### src/design/lsu_defines.svh
// ======================================
// LSU subsystem build parameters
// Data width and data RAM geometry
// ======================================

`ifndef LSU_DEFINES_SVH
`define LSU_DEFINES_SVH

// Data and address width in bits
`define LSU_XLEN 32

// Data RAM depth in 32-bit words
`define LSU_RAM_WORDS 256

// Wait states the RAM adds to every ACCESS phase
`define LSU_RAM_WAIT 1

`endif

### src/design/lsu_pkg.sv
// ======================================
// LSU subsystem types
// Instruction, opcode, pipeline and APB records
// ======================================

`include "lsu_defines.svh"

package lsu_pkg;

    typedef logic [`LSU_XLEN-1:0]   word_t;
    typedef logic [`LSU_XLEN/8-1:0] wstrobe_t;

    // RV32 major opcodes handled by the pipeline
    typedef enum logic [6:0] {
        OPC_LOAD   = 7'b0000011,
        OPC_STORE  = 7'b0100011,
        OPC_OP_IMM = 7'b0010011
    } opcode_e;

    // Access width, 000 doubles as ADDI under OP-IMM
    typedef enum logic [2:0] {
        FUNCT3_LB_SB = 3'b000,
        FUNCT3_LH_SH = 3'b001,
        FUNCT3_LW_SW = 3'b010,
        FUNCT3_LBU   = 3'b100,
        FUNCT3_LHU   = 3'b101
    } funct3_e;

    typedef struct packed {
        logic [6:0] funct7;
        logic [4:0] rs2;
        logic [4:0] rs1;
        logic [2:0] funct3;
        logic [4:0] rd;
        logic [6:0] opcode;
    } instruction_t;

    typedef enum logic [1:0] {
        MK_LOAD,
        MK_STORE,
        MK_ALU
    } mem_kind_e;

    // Decode to memory stage
    typedef struct packed {
        logic       valid;
        mem_kind_e  kind;
        logic [2:0] funct3;
        word_t      addr;        // Effective address or ADDI result
        word_t      store_data;
        logic [4:0] rd;
        logic       misaligned;
    } mem_op_t;

    typedef struct packed {
        logic     psel;
        logic     penable;
        logic     pwrite;
        word_t    paddr;
        word_t    pwdata;
        wstrobe_t pstrb;
    } apb_req_t;

    typedef struct packed {
        word_t prdata;
        logic  pready;
    } apb_rsp_t;

    typedef struct packed {
        logic       valid;
        logic [4:0] rd;
        word_t      data;
        logic       fault;
    } wb_t;

    typedef enum logic [1:0] {
        APB_IDLE,
        APB_SETUP,
        APB_ACCESS
    } apb_state_e;

endpackage

### src/design/lsu_decode_stage.sv
// ======================================
// Decode stage: operand read, address generation,
// alignment check and register hazard stall
// ======================================

`timescale 1ns/1ps

module lsu_decode_stage
    import lsu_pkg::*;
(
    input  logic         clk,
    input  logic         arst_n,
    input  logic         instr_valid,
    input  instruction_t instr,
    output logic         instr_ready,
    output logic [4:0]   rs1_addr,
    output logic [4:0]   rs2_addr,
    input  word_t        rs1_data,
    input  word_t        rs2_data,
    output mem_op_t      op,
    input  logic         op_ready,
    input  wb_t          wb
);

    logic        is_load;
    logic        is_store;
    logic        is_addi;
    logic        known;
    logic        started;     // Opens the input port one cycle after reset
    logic        advance;
    logic        hazard;
    logic        accept;
    logic        misaligned;
    logic        writes_rd;
    logic [31:0] pending;     // One bit per destination still in flight
    logic [31:0] pend_set;
    logic [31:0] pend_clr;
    word_t       imm_i;
    word_t       imm_s;
    word_t       sum;

    // ======================================
    // Instruction decode
    // ======================================
    always_comb begin
        is_load  = 1'b0;
        is_store = 1'b0;
        is_addi  = 1'b0;
        case (instr.opcode)
            OPC_LOAD:   is_load  = instr.funct3 inside {FUNCT3_LB_SB, FUNCT3_LH_SH,
                                                        FUNCT3_LW_SW, FUNCT3_LBU, FUNCT3_LHU};
            OPC_STORE:  is_store = instr.funct3 inside {FUNCT3_LB_SB, FUNCT3_LH_SH,
                                                        FUNCT3_LW_SW};
            OPC_OP_IMM: is_addi  = (instr.funct3 == FUNCT3_LB_SB);
            default:    ; // Anything else is dropped here
        endcase
    end

    assign known = is_load || is_store || is_addi;

    assign imm_i = {{20{instr.funct7[6]}}, instr.funct7, instr.rs2};
    assign imm_s = {{20{instr.funct7[6]}}, instr.funct7, instr.rd};
    assign sum   = rs1_data + (is_store ? imm_s : imm_i);

    // Halfword needs bit 0 clear, word needs both low bits clear
    always_comb begin
        misaligned = 1'b0;
        if (is_load || is_store) begin
            case (instr.funct3[1:0])
                2'b01:   misaligned = sum[0];
                2'b10:   misaligned = |sum[1:0];
                default: misaligned = 1'b0;
            endcase
        end
    end

    assign rs1_addr = instr.rs1;
    assign rs2_addr = instr.rs2;

    // ======================================
    // Hazard scoreboard
    // ======================================
    assign writes_rd = (is_load || is_addi) && !misaligned && (instr.rd != 5'd0);

    // RAW on sources, plus WAW on rd so a set and a clear never collide
    assign hazard = pending[instr.rs1]
                 || (is_store && pending[instr.rs2])
                 || (writes_rd && pending[instr.rd]);

    assign advance     = !op.valid || op_ready;
    assign instr_ready = started && advance && !hazard;
    assign accept      = instr_valid && instr_ready;

    assign pend_set = (accept && writes_rd) ? (32'd1 << instr.rd) : '0;
    assign pend_clr = (wb.valid && !wb.fault) ? (32'd1 << wb.rd) : '0;

    always_ff @(posedge clk or negedge arst_n) begin
        if (!arst_n) begin
            started <= 1'b0;
            pending <= '0;
        end else begin
            started <= 1'b1;
            pending <= (pending & ~pend_clr) | pend_set;
        end
    end

    // ======================================
    // Output register to the memory stage
    // ======================================
    always_ff @(posedge clk or negedge arst_n) begin
        if (!arst_n) begin
            op <= '0;
        end else if (advance) begin
            op.valid      <= accept && known;
            op.kind       <= is_load ? MK_LOAD : (is_store ? MK_STORE : MK_ALU);
            op.funct3     <= instr.funct3;
            op.addr       <= sum;
            op.store_data <= rs2_data;
            op.rd         <= instr.rd;
            op.misaligned <= misaligned;
        end
    end

endmodule

### config.mk
export PLATFORM = sky130hd
export DESIGN_NAME = lsu_decode_stage
export DESIGN_NICKNAME = d
export VERILOG_FILES = /design/src/design/lsu_pkg.sv /design/src/design/lsu_decode_stage.sv
export VERILOG_INCLUDE_DIRS = /design/src /design/src/design
export SDC_FILE = /design/constraint.sdc
export NUM_CORES = 1
export LEC_CHECK = 0
export BUFFER_PORTS_ARGS = -buffer_cell sky130_fd_sc_hd__buf_2
export CORE_MARGIN = 3
export CORE_UTILIZATION = 47
export CTS_CLUSTER_SIZE = 14
export DETAILED_ROUTE_END_ITERATION = 6
export GPL_TIMING_DRIVEN = 1
export PLACE_DENSITY = 0.78
export SLEW_MARGIN = 40
export SYNTH_ARGS = -nofsm -noshare
export SYNTH_HDL_FRONTEND = slang
export SYNTH_SLANG_ARGS = --single-unit
### constraint.sdc
create_clock -name clk -period 3.6 [get_ports clk]
set_input_delay 0.54 -clock clk [delete_from_list [all_inputs] [get_ports clk]]
set_output_delay 0.54 -clock clk [all_outputs]
set_load 0.005 [all_outputs]
==> impl_metrics.toml <==
[sta]
hold_viol = 0
setup_slack_ns = -0.0829
tightest_slew_ns = 0.745
fmax_ghz = 0.272
setup_viol = 1
slew_headroom_pct = 50.2
rsz0062_at_grt = "yes"
fin_worst_skew_ns = 0.00767
period_share_pct = 102
finalMaxSlewViolations = 0
fin_crit_ns = 3.68
worst_hold_slack_ns = 0.127

[outcome]
violations = "negative setup slack"
outcome = "finished, violations left"

[final_layout]
final_util_pct = 61.2
fin_area_sq_um = 9340
syn_to_final_growth_pct = 26.7
fill_cells = 1318
drive_above_1_share_pct = 34.0
nets = 1191

[global_route]
antenna_found_initial = 2
grt_use_total_pct = 26.1
grt_pass1_wl_mm = 36.7
grt_max_degree = 90
grt_overflow = 0
grt_pass1_vias = 7115

[synthesis]
synth_nets = 992
ys_types = 61
ys.flop_type = "dfrtp_1"
synth-edff-count = 0
synthArstFlopShare_pct = 100
synth_common_cells = "nand2_1 (182), dfrtp_1 (109), o21ai_0 (56)"
netlist_instances = 818
synth.most_common_cell = "nand2_1"
ys_warn_count = 0
syn_area_sq_um = 7370
seq_area_frac_synth_pct = 37.0
avgSynthCellArea_sq_um = 9.01
synth.area.top_cells = "dfrtp_1 (37%), nand2_1 (9.3%), mux4_2 (8.6%), ha_1 (5.8%), o21ai_0 (3.8%)"
synth_largest_area_cell = "dfrtp_1"
ys_ff_latch = 109
synth_top_area_share_pct = 37.0

[pwr]
power_w = 0.00321
max-vdd-ir-drop_mv = 0.223
power.density_nw_per_um2 = 344
p_leak_nw = 4.39

[detailed_routing]
drt_first_pass_iters = 5
via_count = 7277
routed_wl_mm = 22.6
dr.first_iter.drc_count = 592
drc = 0
viasPerCell = 5.90
ant_nets = 0
wl_per_cell_um = 18.3

[floorplanning]
dieArea_sq_um = 17200
coreArea_sq_um = 15300
fp-row-count = 45
initial_utilization_pct = 48.3
die_y_um = 131
die_w_um = 131
ioPinCount = 226

[clock_tree]
cts_tree = "yes"
cts_buffers = 9
insertion_delay_ns = 0.36
clkSinkCount = 109
cts-htree-levels = 3
path_clk_slew_ns = 0.08
clk_path_buf_depth = 2
holdBufCountCts = 0
cts_root_buf = "clkbuf_16"

[setup_path]
rrSetupSlack_ns = 1.04
critPathLaunch = "instr[13]"
r2r-start = "pending[11]$_DFF_PN0_"
path_cells = "buf_12 > inv_8 > ha_4 > nor3_4 > nor3_2 > and3_4 > mux2_4 > ha_4 > inv_2 > fa_1 > nand2b_1 > a22o_1 > nand2_2 > o2111ai_2 > o21ai_2 > nor2_2 > buf_2"
setup.worst_path.class = "input pin to output port"
crit_arrival_ns = 3.14
crit_path_end_kind = "output port"
worstPathMaxFanout = 3
path_delay_family = "simple AND/OR/NAND/NOR gates"
rr_endpoint = "pending[1]$_DFF_PN0_"
critPathMostFrequentCell = "ha_4"
ff2ff_path_depth = 7
crit_buf_inv = 4
slowest_stage = "fa_1"
required_ns = 3.06
slowest_delay_ns = 0.41
critPathLaunchType = "input pin"

[worst_hold_path]
hold_path_class = "input pin to async pin"

[placement]
portBuffers = 193
placed_area_sq_um = 8770
dpl.hpwl_mm = 16.3
gp_congestion = 0.934

[job]
maxCapViolCount = 0
-- power by group --
| group | switching [W] | internal [W] | total (W) |
|---|---|---|---|
| Clock | 0.000527 | 0.000496 | 0.00102 |
| Combinational | 0.000445 | 0.000373 | 0.000818 |
| Sequential | 0.0000537 | 0.00132 | 0.00137 |
| Total | 0.00103 | 0.00219 | 0.00321 |
-- placed cells by master (no fill, tap or decap), drive strengths merged, types with 20 or more instances in the layout --
| cell type | count |
|---|---|
| mux4 | 28 |
| inv | 20 |
| nand3 | 30 |
| a21oi | 43 |
| nand2 | 182 |
| ha | 34 |
| o31ai | 25 |
| dfrtp | 109 |
| buf | 249 |
| nor2 | 44 |
| o21ai | 56 |
-- through the flow --
stage / setup slack [ns] / TNS (ns) / std cells
after floorplan: -0.0273 / -0.0558 / 818
after global placement: -0.386 / -6.97 / 1206
after detailed placement: -0.483 / -12.18 / 1206
after CTS: -0.0610 / -0.0610 / 1226
after global routing: -0.205 / -0.434 / 1234
final: -0.0829 / -0.0829 / 1234
-- how the worst max path moves through the flow --
stage,end,cells past startpoint,slack (ns)
after floorplan,op[69]$_DFFE_PN0N_,15,-0.03
after global placement,op[69]$_DFFE_PN0N_,16,-0.39
after detailed placement,op[69]$_DFFE_PN0N_,16,-0.48
after CTS,instr_ready,17,-0.06
after global routing,instr_ready,17,-0.21
final,instr_ready,17,-0.08
-- state kept, by name, summed over array words and instances, names as in the netlist --
| register | count |
|---|---|
| pending | 32 |
| started | 1 |
| op | 76 |
-- timing repair --
action	in CTS	in global routing
gates resized for setup	31	10
endpoints found under the hold margin	0	0
setup buffers	4	7
pin swaps	14	11
setup endpoints to repair	8	14
-- kinds of logic after synthesis --
group	after synthesis	share of synthesized area (%)
simple gates	326	19.8
other cells	1	0.0509
compound gates	210	19.9
xor+xnor	17	2.02
fa+ha+maj	35	6.04
buf+inv	79	4.70
flops	109	37.0
mux	41	10.4
-- metal layers --
metal | part of all wire [%] | up-vias | track usage (%)
met1 | 41 | 3471 | 34.3
met2 | 47 | 385 | 41.6
met4 | 3.4 | 2 | 11.8
met3 | 8.6 | 61 | 5.78
li1 | - | 3358 | -
met5 | 0.058 | - | 0
-- worst reg2reg max path, cell delays in order (launching register included) --
cell,delay (ns)
dfrtp_1,0.43
mux4_2,0.49
mux4_2,0.48
mux2i_1,0.19
and3_1,0.24
nand3_2,0.11
buf_12,0.19
o41ai_1,0.34
-- layout make-up --
cell class | instances | area, sq um | area share [%]
Sequential cell | 109 | 2730 | 29.2
Clock buffer | 9 | 225 | 2.41
Antenna cell | 1 | 2.50 | 0.0268
Multi-Input combinational cell | 630 | 4510 | 48.3
Timing Repair Buffer | 249 | 1440 | 15.4
Tap cell | 211 | 264 | 2.83
Clock inverter | 7 | 83.8 | 0.898
Inverter | 18 | 80.1 | 0.858
(Power assumes the default switching activity.)
