**config.mk**
```make
export PLATFORM = sky130hd
export DESIGN_NAME = lsu_memory_stage
export DESIGN_NICKNAME = d
export VERILOG_FILES = /design/src/design/lsu_pkg.sv /design/src/design/load_store_unit.sv /design/src/design/lsu_memory_stage.sv
export VERILOG_INCLUDE_DIRS = /design/src /design/src/design
export SDC_FILE = /design/constraint.sdc
export NUM_CORES = 1
export LEC_CHECK = 0
export BUFFER_PORTS_ARGS = -buffer_cell sky130_fd_sc_hd__clkbuf_2
export CAP_MARGIN = 30
export CORE_ASPECT_RATIO = 2
export CORE_UTILIZATION = 48
export DETAILED_ROUTE_END_ITERATION = 7
export GPL_TIMING_DRIVEN = 0
export PLACE_DENSITY = 0.92
export SKIP_LAST_GASP = 1
export SLEW_MARGIN = 0
export SYNTH_ARGS = -nofsm -noshare
export SYNTH_HDL_FRONTEND = slang
export SYNTH_SLANG_ARGS = --single-unit
```
**constraint.sdc**
```tcl
create_clock -name clk -period 3.8 [get_ports clk]
set_clock_uncertainty 0.1 [all_clocks]
set_input_delay 0.76 -clock clk [delete_from_list [all_inputs] [get_ports clk]]
set_output_delay 0.76 -clock clk [all_outputs]
set_load 0.03 [all_outputs]
```
**src/design/lsu_defines.svh**
```systemverilog
// ======================================
// LSU subsystem build parameters
// Data width and data RAM geometry
// ======================================

`ifndef LSU_DEFINES_SVH
`define LSU_DEFINES_SVH

// Data and address width in bits
`define LSU_XLEN 32

// Data RAM depth in 32-bit words
`define LSU_RAM_WORDS 256

// Wait states the RAM adds to every ACCESS phase
`define LSU_RAM_WAIT 1

`endif

```
**src/design/lsu_pkg.sv**
```systemverilog
// ======================================
// LSU subsystem types
// Instruction, opcode, pipeline and APB records
// ======================================

`include "lsu_defines.svh"

package lsu_pkg;

    typedef logic [`LSU_XLEN-1:0]   word_t;
    typedef logic [`LSU_XLEN/8-1:0] wstrobe_t;

    // RV32 major opcodes handled by the pipeline
    typedef enum logic [6:0] {
        OPC_LOAD   = 7'b0000011,
        OPC_STORE  = 7'b0100011,
        OPC_OP_IMM = 7'b0010011
    } opcode_e;

    // Access width, 000 doubles as ADDI under OP-IMM
    typedef enum logic [2:0] {
        FUNCT3_LB_SB = 3'b000,
        FUNCT3_LH_SH = 3'b001,
        FUNCT3_LW_SW = 3'b010,
        FUNCT3_LBU   = 3'b100,
        FUNCT3_LHU   = 3'b101
    } funct3_e;

    typedef struct packed {
        logic [6:0] funct7;
        logic [4:0] rs2;
        logic [4:0] rs1;
        logic [2:0] funct3;
        logic [4:0] rd;
        logic [6:0] opcode;
    } instruction_t;

    typedef enum logic [1:0] {
        MK_LOAD,
        MK_STORE,
        MK_ALU
    } mem_kind_e;

    // Decode to memory stage
    typedef struct packed {
        logic       valid;
        mem_kind_e  kind;
        logic [2:0] funct3;
        word_t      addr;        // Effective address or ADDI result
        word_t      store_data;
        logic [4:0] rd;
        logic       misaligned;
    } mem_op_t;

    typedef struct packed {
        logic     psel;
        logic     penable;
        logic     pwrite;
        word_t    paddr;
        word_t    pwdata;
        wstrobe_t pstrb;
    } apb_req_t;

    typedef struct packed {
        word_t prdata;
        logic  pready;
    } apb_rsp_t;

    typedef struct packed {
        logic       valid;
        logic [4:0] rd;
        word_t      data;
        logic       fault;
    } wb_t;

    typedef enum logic [1:0] {
        APB_IDLE,
        APB_SETUP,
        APB_ACCESS
    } apb_state_e;

endpackage

```
**src/design/load_store_unit.sv**
```systemverilog
// ======================================
// Load/store lane logic: byte strobes,
// store replication and load extension
// ======================================

`timescale 1ns/1ps

module load_store_unit
    import lsu_pkg::*;
(
    input  instruction_t instr,
    input  word_t        address,
    input  logic         store_enable,
    input  word_t        store_data,
    output word_t        load_data,
    input  word_t        rdata,
    output wstrobe_t     wstrobe,
    output word_t        wdata
);

    logic [2:0]  size;        // Access size in bytes
    logic [1:0]  offset;      // Byte position within the word
    logic [15:0] half_lane;
    logic [7:0]  byte_lane;

    assign offset = address[1:0];

    // Size and replicated write data
    always_comb begin
        case (instr.funct3)
            FUNCT3_LB_SB, FUNCT3_LBU: begin
                size  = 3'd1;
                wdata = {4{store_data[7:0]}};
            end
            FUNCT3_LH_SH, FUNCT3_LHU: begin
                size  = 3'd2;
                wdata = {2{store_data[15:0]}};
            end
            FUNCT3_LW_SW: begin
                size  = 3'd4;
                wdata = store_data;
            end
            default: begin
                size  = 3'd0;
                wdata = store_data;
            end
        endcase
    end

    // Strobe each lane covered by [offset, offset + size)
    always_comb begin
        for (int lane = 0; lane < 4; lane++) begin
            wstrobe[lane] = store_enable
                         && (lane >= int'(offset))
                         && (lane < int'(offset) + int'(size));
        end
    end

    assign half_lane = offset[1] ? rdata[31:16] : rdata[15:0];
    assign byte_lane = rdata[8*offset +: 8];

    always_comb begin
        case (instr.funct3)
            FUNCT3_LB_SB: load_data = {{24{byte_lane[7]}}, byte_lane};
            FUNCT3_LBU:   load_data = {24'd0, byte_lane};
            FUNCT3_LH_SH: load_data = {{16{half_lane[15]}}, half_lane};
            FUNCT3_LHU:   load_data = {16'd0, half_lane};
            default:      load_data = rdata;
        endcase
    end

endmodule

```
**src/design/lsu_memory_stage.sv**
```systemverilog
// ======================================
// Memory stage: APB master around the
// load/store unit, issues the writeback
// ======================================

`timescale 1ns/1ps

module lsu_memory_stage
    import lsu_pkg::*;
(
    input  logic     clk,
    input  logic     arst_n,
    input  mem_op_t  op,
    output logic     op_ready,
    output apb_req_t apb_req,
    input  apb_rsp_t apb_rsp,
    output wb_t      wb
);

    apb_state_e   state;
    mem_op_t      cur_op;     // Op owning the bus
    instruction_t lsu_instr;
    word_t        load_data;
    word_t        wdata;
    wstrobe_t     wstrobe;
    logic         is_store;
    logic         take;
    logic         needs_bus;
    logic         done;

    assign op_ready  = (state == APB_IDLE);
    assign take      = op_ready && op.valid;
    assign needs_bus = (op.kind != MK_ALU) && !op.misaligned;
    assign is_store  = (cur_op.kind == MK_STORE);
    assign done      = (state == APB_ACCESS) && apb_rsp.pready;

    // Only funct3 and the direction matter to the lane logic
    always_comb begin
        lsu_instr        = '0;
        lsu_instr.opcode = is_store ? OPC_STORE : OPC_LOAD;
        lsu_instr.funct3 = cur_op.funct3;
    end

    load_store_unit u_lsu (
        .instr        (lsu_instr),
        .address      (cur_op.addr),
        .store_enable (is_store),
        .store_data   (cur_op.store_data),
        .load_data    (load_data),
        .rdata        (apb_rsp.prdata),
        .wstrobe      (wstrobe),
        .wdata        (wdata)
    );

    // ======================================
    // APB request
    // ======================================
    always_comb begin
        apb_req.psel    = (state != APB_IDLE);
        apb_req.penable = (state == APB_ACCESS);
        apb_req.pwrite  = is_store;
        apb_req.paddr   = cur_op.addr;
        apb_req.pwdata  = wdata;
        apb_req.pstrb   = wstrobe;   // All zero for loads
    end

    always_ff @(posedge clk or negedge arst_n) begin
        if (!arst_n) begin
            state <= APB_IDLE;
        end else begin
            case (state)
                APB_IDLE:   if (take && needs_bus) state <= APB_SETUP;
                APB_SETUP:  state <= APB_ACCESS;
                APB_ACCESS: if (apb_rsp.pready) state <= APB_IDLE;
                default:    state <= APB_IDLE;
            endcase
        end
    end

    always_ff @(posedge clk) begin
        if (take) begin
            cur_op <= op;
        end
    end

    // ======================================
    // Writeback record
    // ======================================
    always_ff @(posedge clk or negedge arst_n) begin
        if (!arst_n) begin
            wb <= '0;
        end else begin
            wb <= '0;
            if (take && !needs_bus) begin   // ALU result or alignment fault
                wb.valid <= 1'b1;
                wb.rd    <= (op.kind == MK_STORE) ? 5'd0 : op.rd;
                wb.data  <= op.misaligned ? '0 : op.addr;
                wb.fault <= op.misaligned;
            end else if (done) begin
                wb.valid <= 1'b1;
                wb.rd    <= is_store ? 5'd0 : cur_op.rd;
                wb.data  <= is_store ? '0 : load_data;
            end
        end
    end

endmodule

```
==> results.yml <==
global_route:
  grt_max_degree: 75
  grt_pass1_vias: 4326
  antenna_found_initial: 0
  met3_usage_pct: 5.69
  grt_use_met2_pct: 47.1
  grt_use_met1_pct: 25.4
  gr-max-usage-layer: "met2"
  grt_pass1_wl_mm: 21.2
  track_usage_pct: 26.6
  grt_overflow: 0
floorplan:
  die_y_um: 148
  io_pins: 222
  row_count: 53
  die-area_sq_um: 11200
  fp.dieW_um: 75.2
  core_sq_um: 10500
  start_util_pct: 49.1
route:
  wl_mm: 14.5
  avgViaCountPerCell: 5.36
  drt_iter0_drc: 243
  ant_nets: 0
  first_pass_iters: 5
  drc: 0
  vias: 4206
  wl_per_cell_um: 18.5
sta:
  final-setup-viol-count: 0
  period_share_pct: 96.3
  clock.fmax_mhz: 273
  hold_viol: 0
  rsz0062_at_grt: "no"
  holdWs_ns: 0.0722
  finalCriticalPeriod_ns: 3.66
  worst_pin_slew_ns: 0.940
  setup_ws_ns: 0.139
  max-slew-margin-rel_pct: 37.3
  slew_violations: 0
setup_path:
  crit_path_max_fanout: 7
  max_stage_delay_ns: 0.52
  end_kind: "primary output"
  ff2ff_path_depth: 6
  crit_arrival_ns: 2.80
  worstPathRequired_ns: 2.94
  worstPathCellList: "nor2_4 -> ha_1 -> inv_1 -> fa_1 -> mux2_2 -> and2_1 -> a2111oi_2 -> clkbuf_4"
  cp_slowest_cell: "edfxtp_1"
  crit_type: "reg -> out"
  crit_path_start_kind: "flip-flop"
synth:
  synthCells: 387
  yosysSeqAreaShare_pct: 63.1
  synth_fp_nets: 501
  ys_warn_count: 0
  netlist.area_leader.share_pct: 43.2
  synth_top_area_cell: "edfxtp_1"
  yosys.area_share.adder_pct: 0.875
  synth_simple_gate_area_share_pct: 7.58
  synth_area_sq_um: 5150
  synth_xor_area_share_pct: 0
  synth_top_family_by_area: "compound AO/OA/AOI/OAI gates"
  synth_area_leaders: "edfxtp_1, dfrtp_1, buf_4, mux2_2, a221o_1"
  muxShareOfSynthArea_pct: 7.19
  syn_avg_cell_area_sq_um: 13.3
  synth_compound_area_share_pct: 12.8
  ys_seq_elements: 115
  synth_cell_types: 39
place:
  post-place-ws_ns: -0.312
  portBuffers: 221
  hpwlAfterDp_mm: 10.7
  place_congestion: 0.876
clocking:
  clock-root-buffer: "clkbuf_16"
  cts_buffers: 17
  clock_latency_ns: 0.41
  clock_tree.buffer_depth: 2
  clock-sinks: 115
  clkTransAtPathRegs_ns: 0.06
  htreeDepth: 4
  cts_tree: "done"
power_and_ir_drop:
  leakage_uw: 0.00342
  power_density_nw_per_um2: 544
  ir_drop_mv: 0.434
final_layout:
  finish.utilization_pct: 68.4
  layout.cells.most_common_list: "clkbuf_2, edfxtp_1, buf_4"
  areaGrowthSynthToFinish_pct: 39.3
  drive_gt1_share_pct: 51.8
  fillers: 787
  nets: 748
  final_common_cell: "clkbuf_2"
  num_antenna_cells: 0
min_path:
  hold_path.class: "in -> async"
run_status:
  status: "complete, no violations"
run:
  drv_cap: 0
## Yosys cell counts, drive strengths merged
master and number:
nor3 12, dfrtp 41, a221o 16, edfxtp 74, o211ai 1, and3 2, o2bb2ai 5, o21ai 21
a21oi 11, nor3b 3, a31o 5, nand2b 7, or2b 1, a32o 6, mux2i 13, mux2 19
nor2 11, nor2b 3, fa 1, a211oi 1, nand3 2, a22oi 7, ha 2, or3 1
mux4 1, and2 1, inv 8, buf 50, clkbuf 12, nand2 34, a211o 5, nand3b 1
a2111oi 2, a22o 5, or3b 3
## power by group
part | total (uW) | internal (uW) | switching, uW
sequential | 1490 | 1450 | 39.1
combinational | 668 | 236 | 431
clock | 1750 | 1170 | 581
## flip-flops by register name (all words and copies together) (netlist names)
register	flops
state	2
cur_op	42
apb_req	32
wb	39
## timing repair
| action | in CTS | in global routing |
|---|---|---|
| cloned | 0 | 0 |
| endpoints found under the setup margin | 4 | 1 |
| pin swaps | 1 | 0 |
| hold buffers | 0 | 0 |
| gates resized for setup | 3 | 0 |
| buffers inserted | 1 | 7 |
## area by class of cell
| cell class | instances | area (sq um) | area share (%) |
|---|---|---|---|
| buffer | 60 | 398 | 5.55 |
| sequential | 115 | 3250 | 45.3 |
| timing repair buffer | 230 | 1190 | 16.6 |
| clock buffer | 17 | 425 | 5.93 |
| tap | 137 | 171 | 2.39 |
| inverter | 8 | 32.5 | 0.454 |
| multi-input combinational | 202 | 1480 | 20.6 |
| clock inverter | 15 | 228 | 3.18 |
## worst max-delay path: cells and delay by family (launching register included)
| family | cells | cell delay (ns) |
|---|---|---|
| flops | 1 | 0.52 |
| mux | 1 | 0.29 |
| compound gates | 1 | 0.36 |
| fa+ha+maj | 2 | 0.55 |
| simple gates | 2 | 0.34 |
| buf+inv | 2 | 0.32 |
## path summary, 6_finish.rpt
path                       slack, ns    endpoint        from
max                             0.14  apb_req[0]  cur_op[70]
min                             0.07       wb[8]      arst_n
min in group clk                0.38      wb[33]   cur_op[1]
max reg2reg                     1.13      wb[31]  cur_op[70]
max in group asynchronous       3.09    state[1]      arst_n
min reg2reg                     0.38      wb[33]   cur_op[1]
## per-layer routing
metal	vias up	wire length, um
met4	0	771
li1	1910	-
met5	-	0
met1	1970	4670
met2	262	8150
met3	64	919
## metrics by stage
step / setup TNS [ns] / total power (uW) / cell area, sq um / instances
after floorplan: 0 / 1930 / 5150 / 387
after global placement: -0.242 / 2140 / 6430 / 745
after detailed placement: -0.405 / 2160 / 6450 / 746
after CTS: 0 / 3920 / 7120 / 778
after global routing: 0 / 4020 / 7170 / 784
final: 0 / 3900 / 7170 / 784
## kinds of logic (layout without fill, tap and decap cells)
group | count (synthesis) | count (layout)
AO/OA/AOI/OAI | 85 | 85
adder cells (fa/ha/maj) | 3 | 3
buffers and inverters | 70 | 330
flip-flops | 115 | 115
multiplexers | 33 | 33
AND/OR/NAND/NOR | 81 | 81
Power figures use the tool's default switching activity.
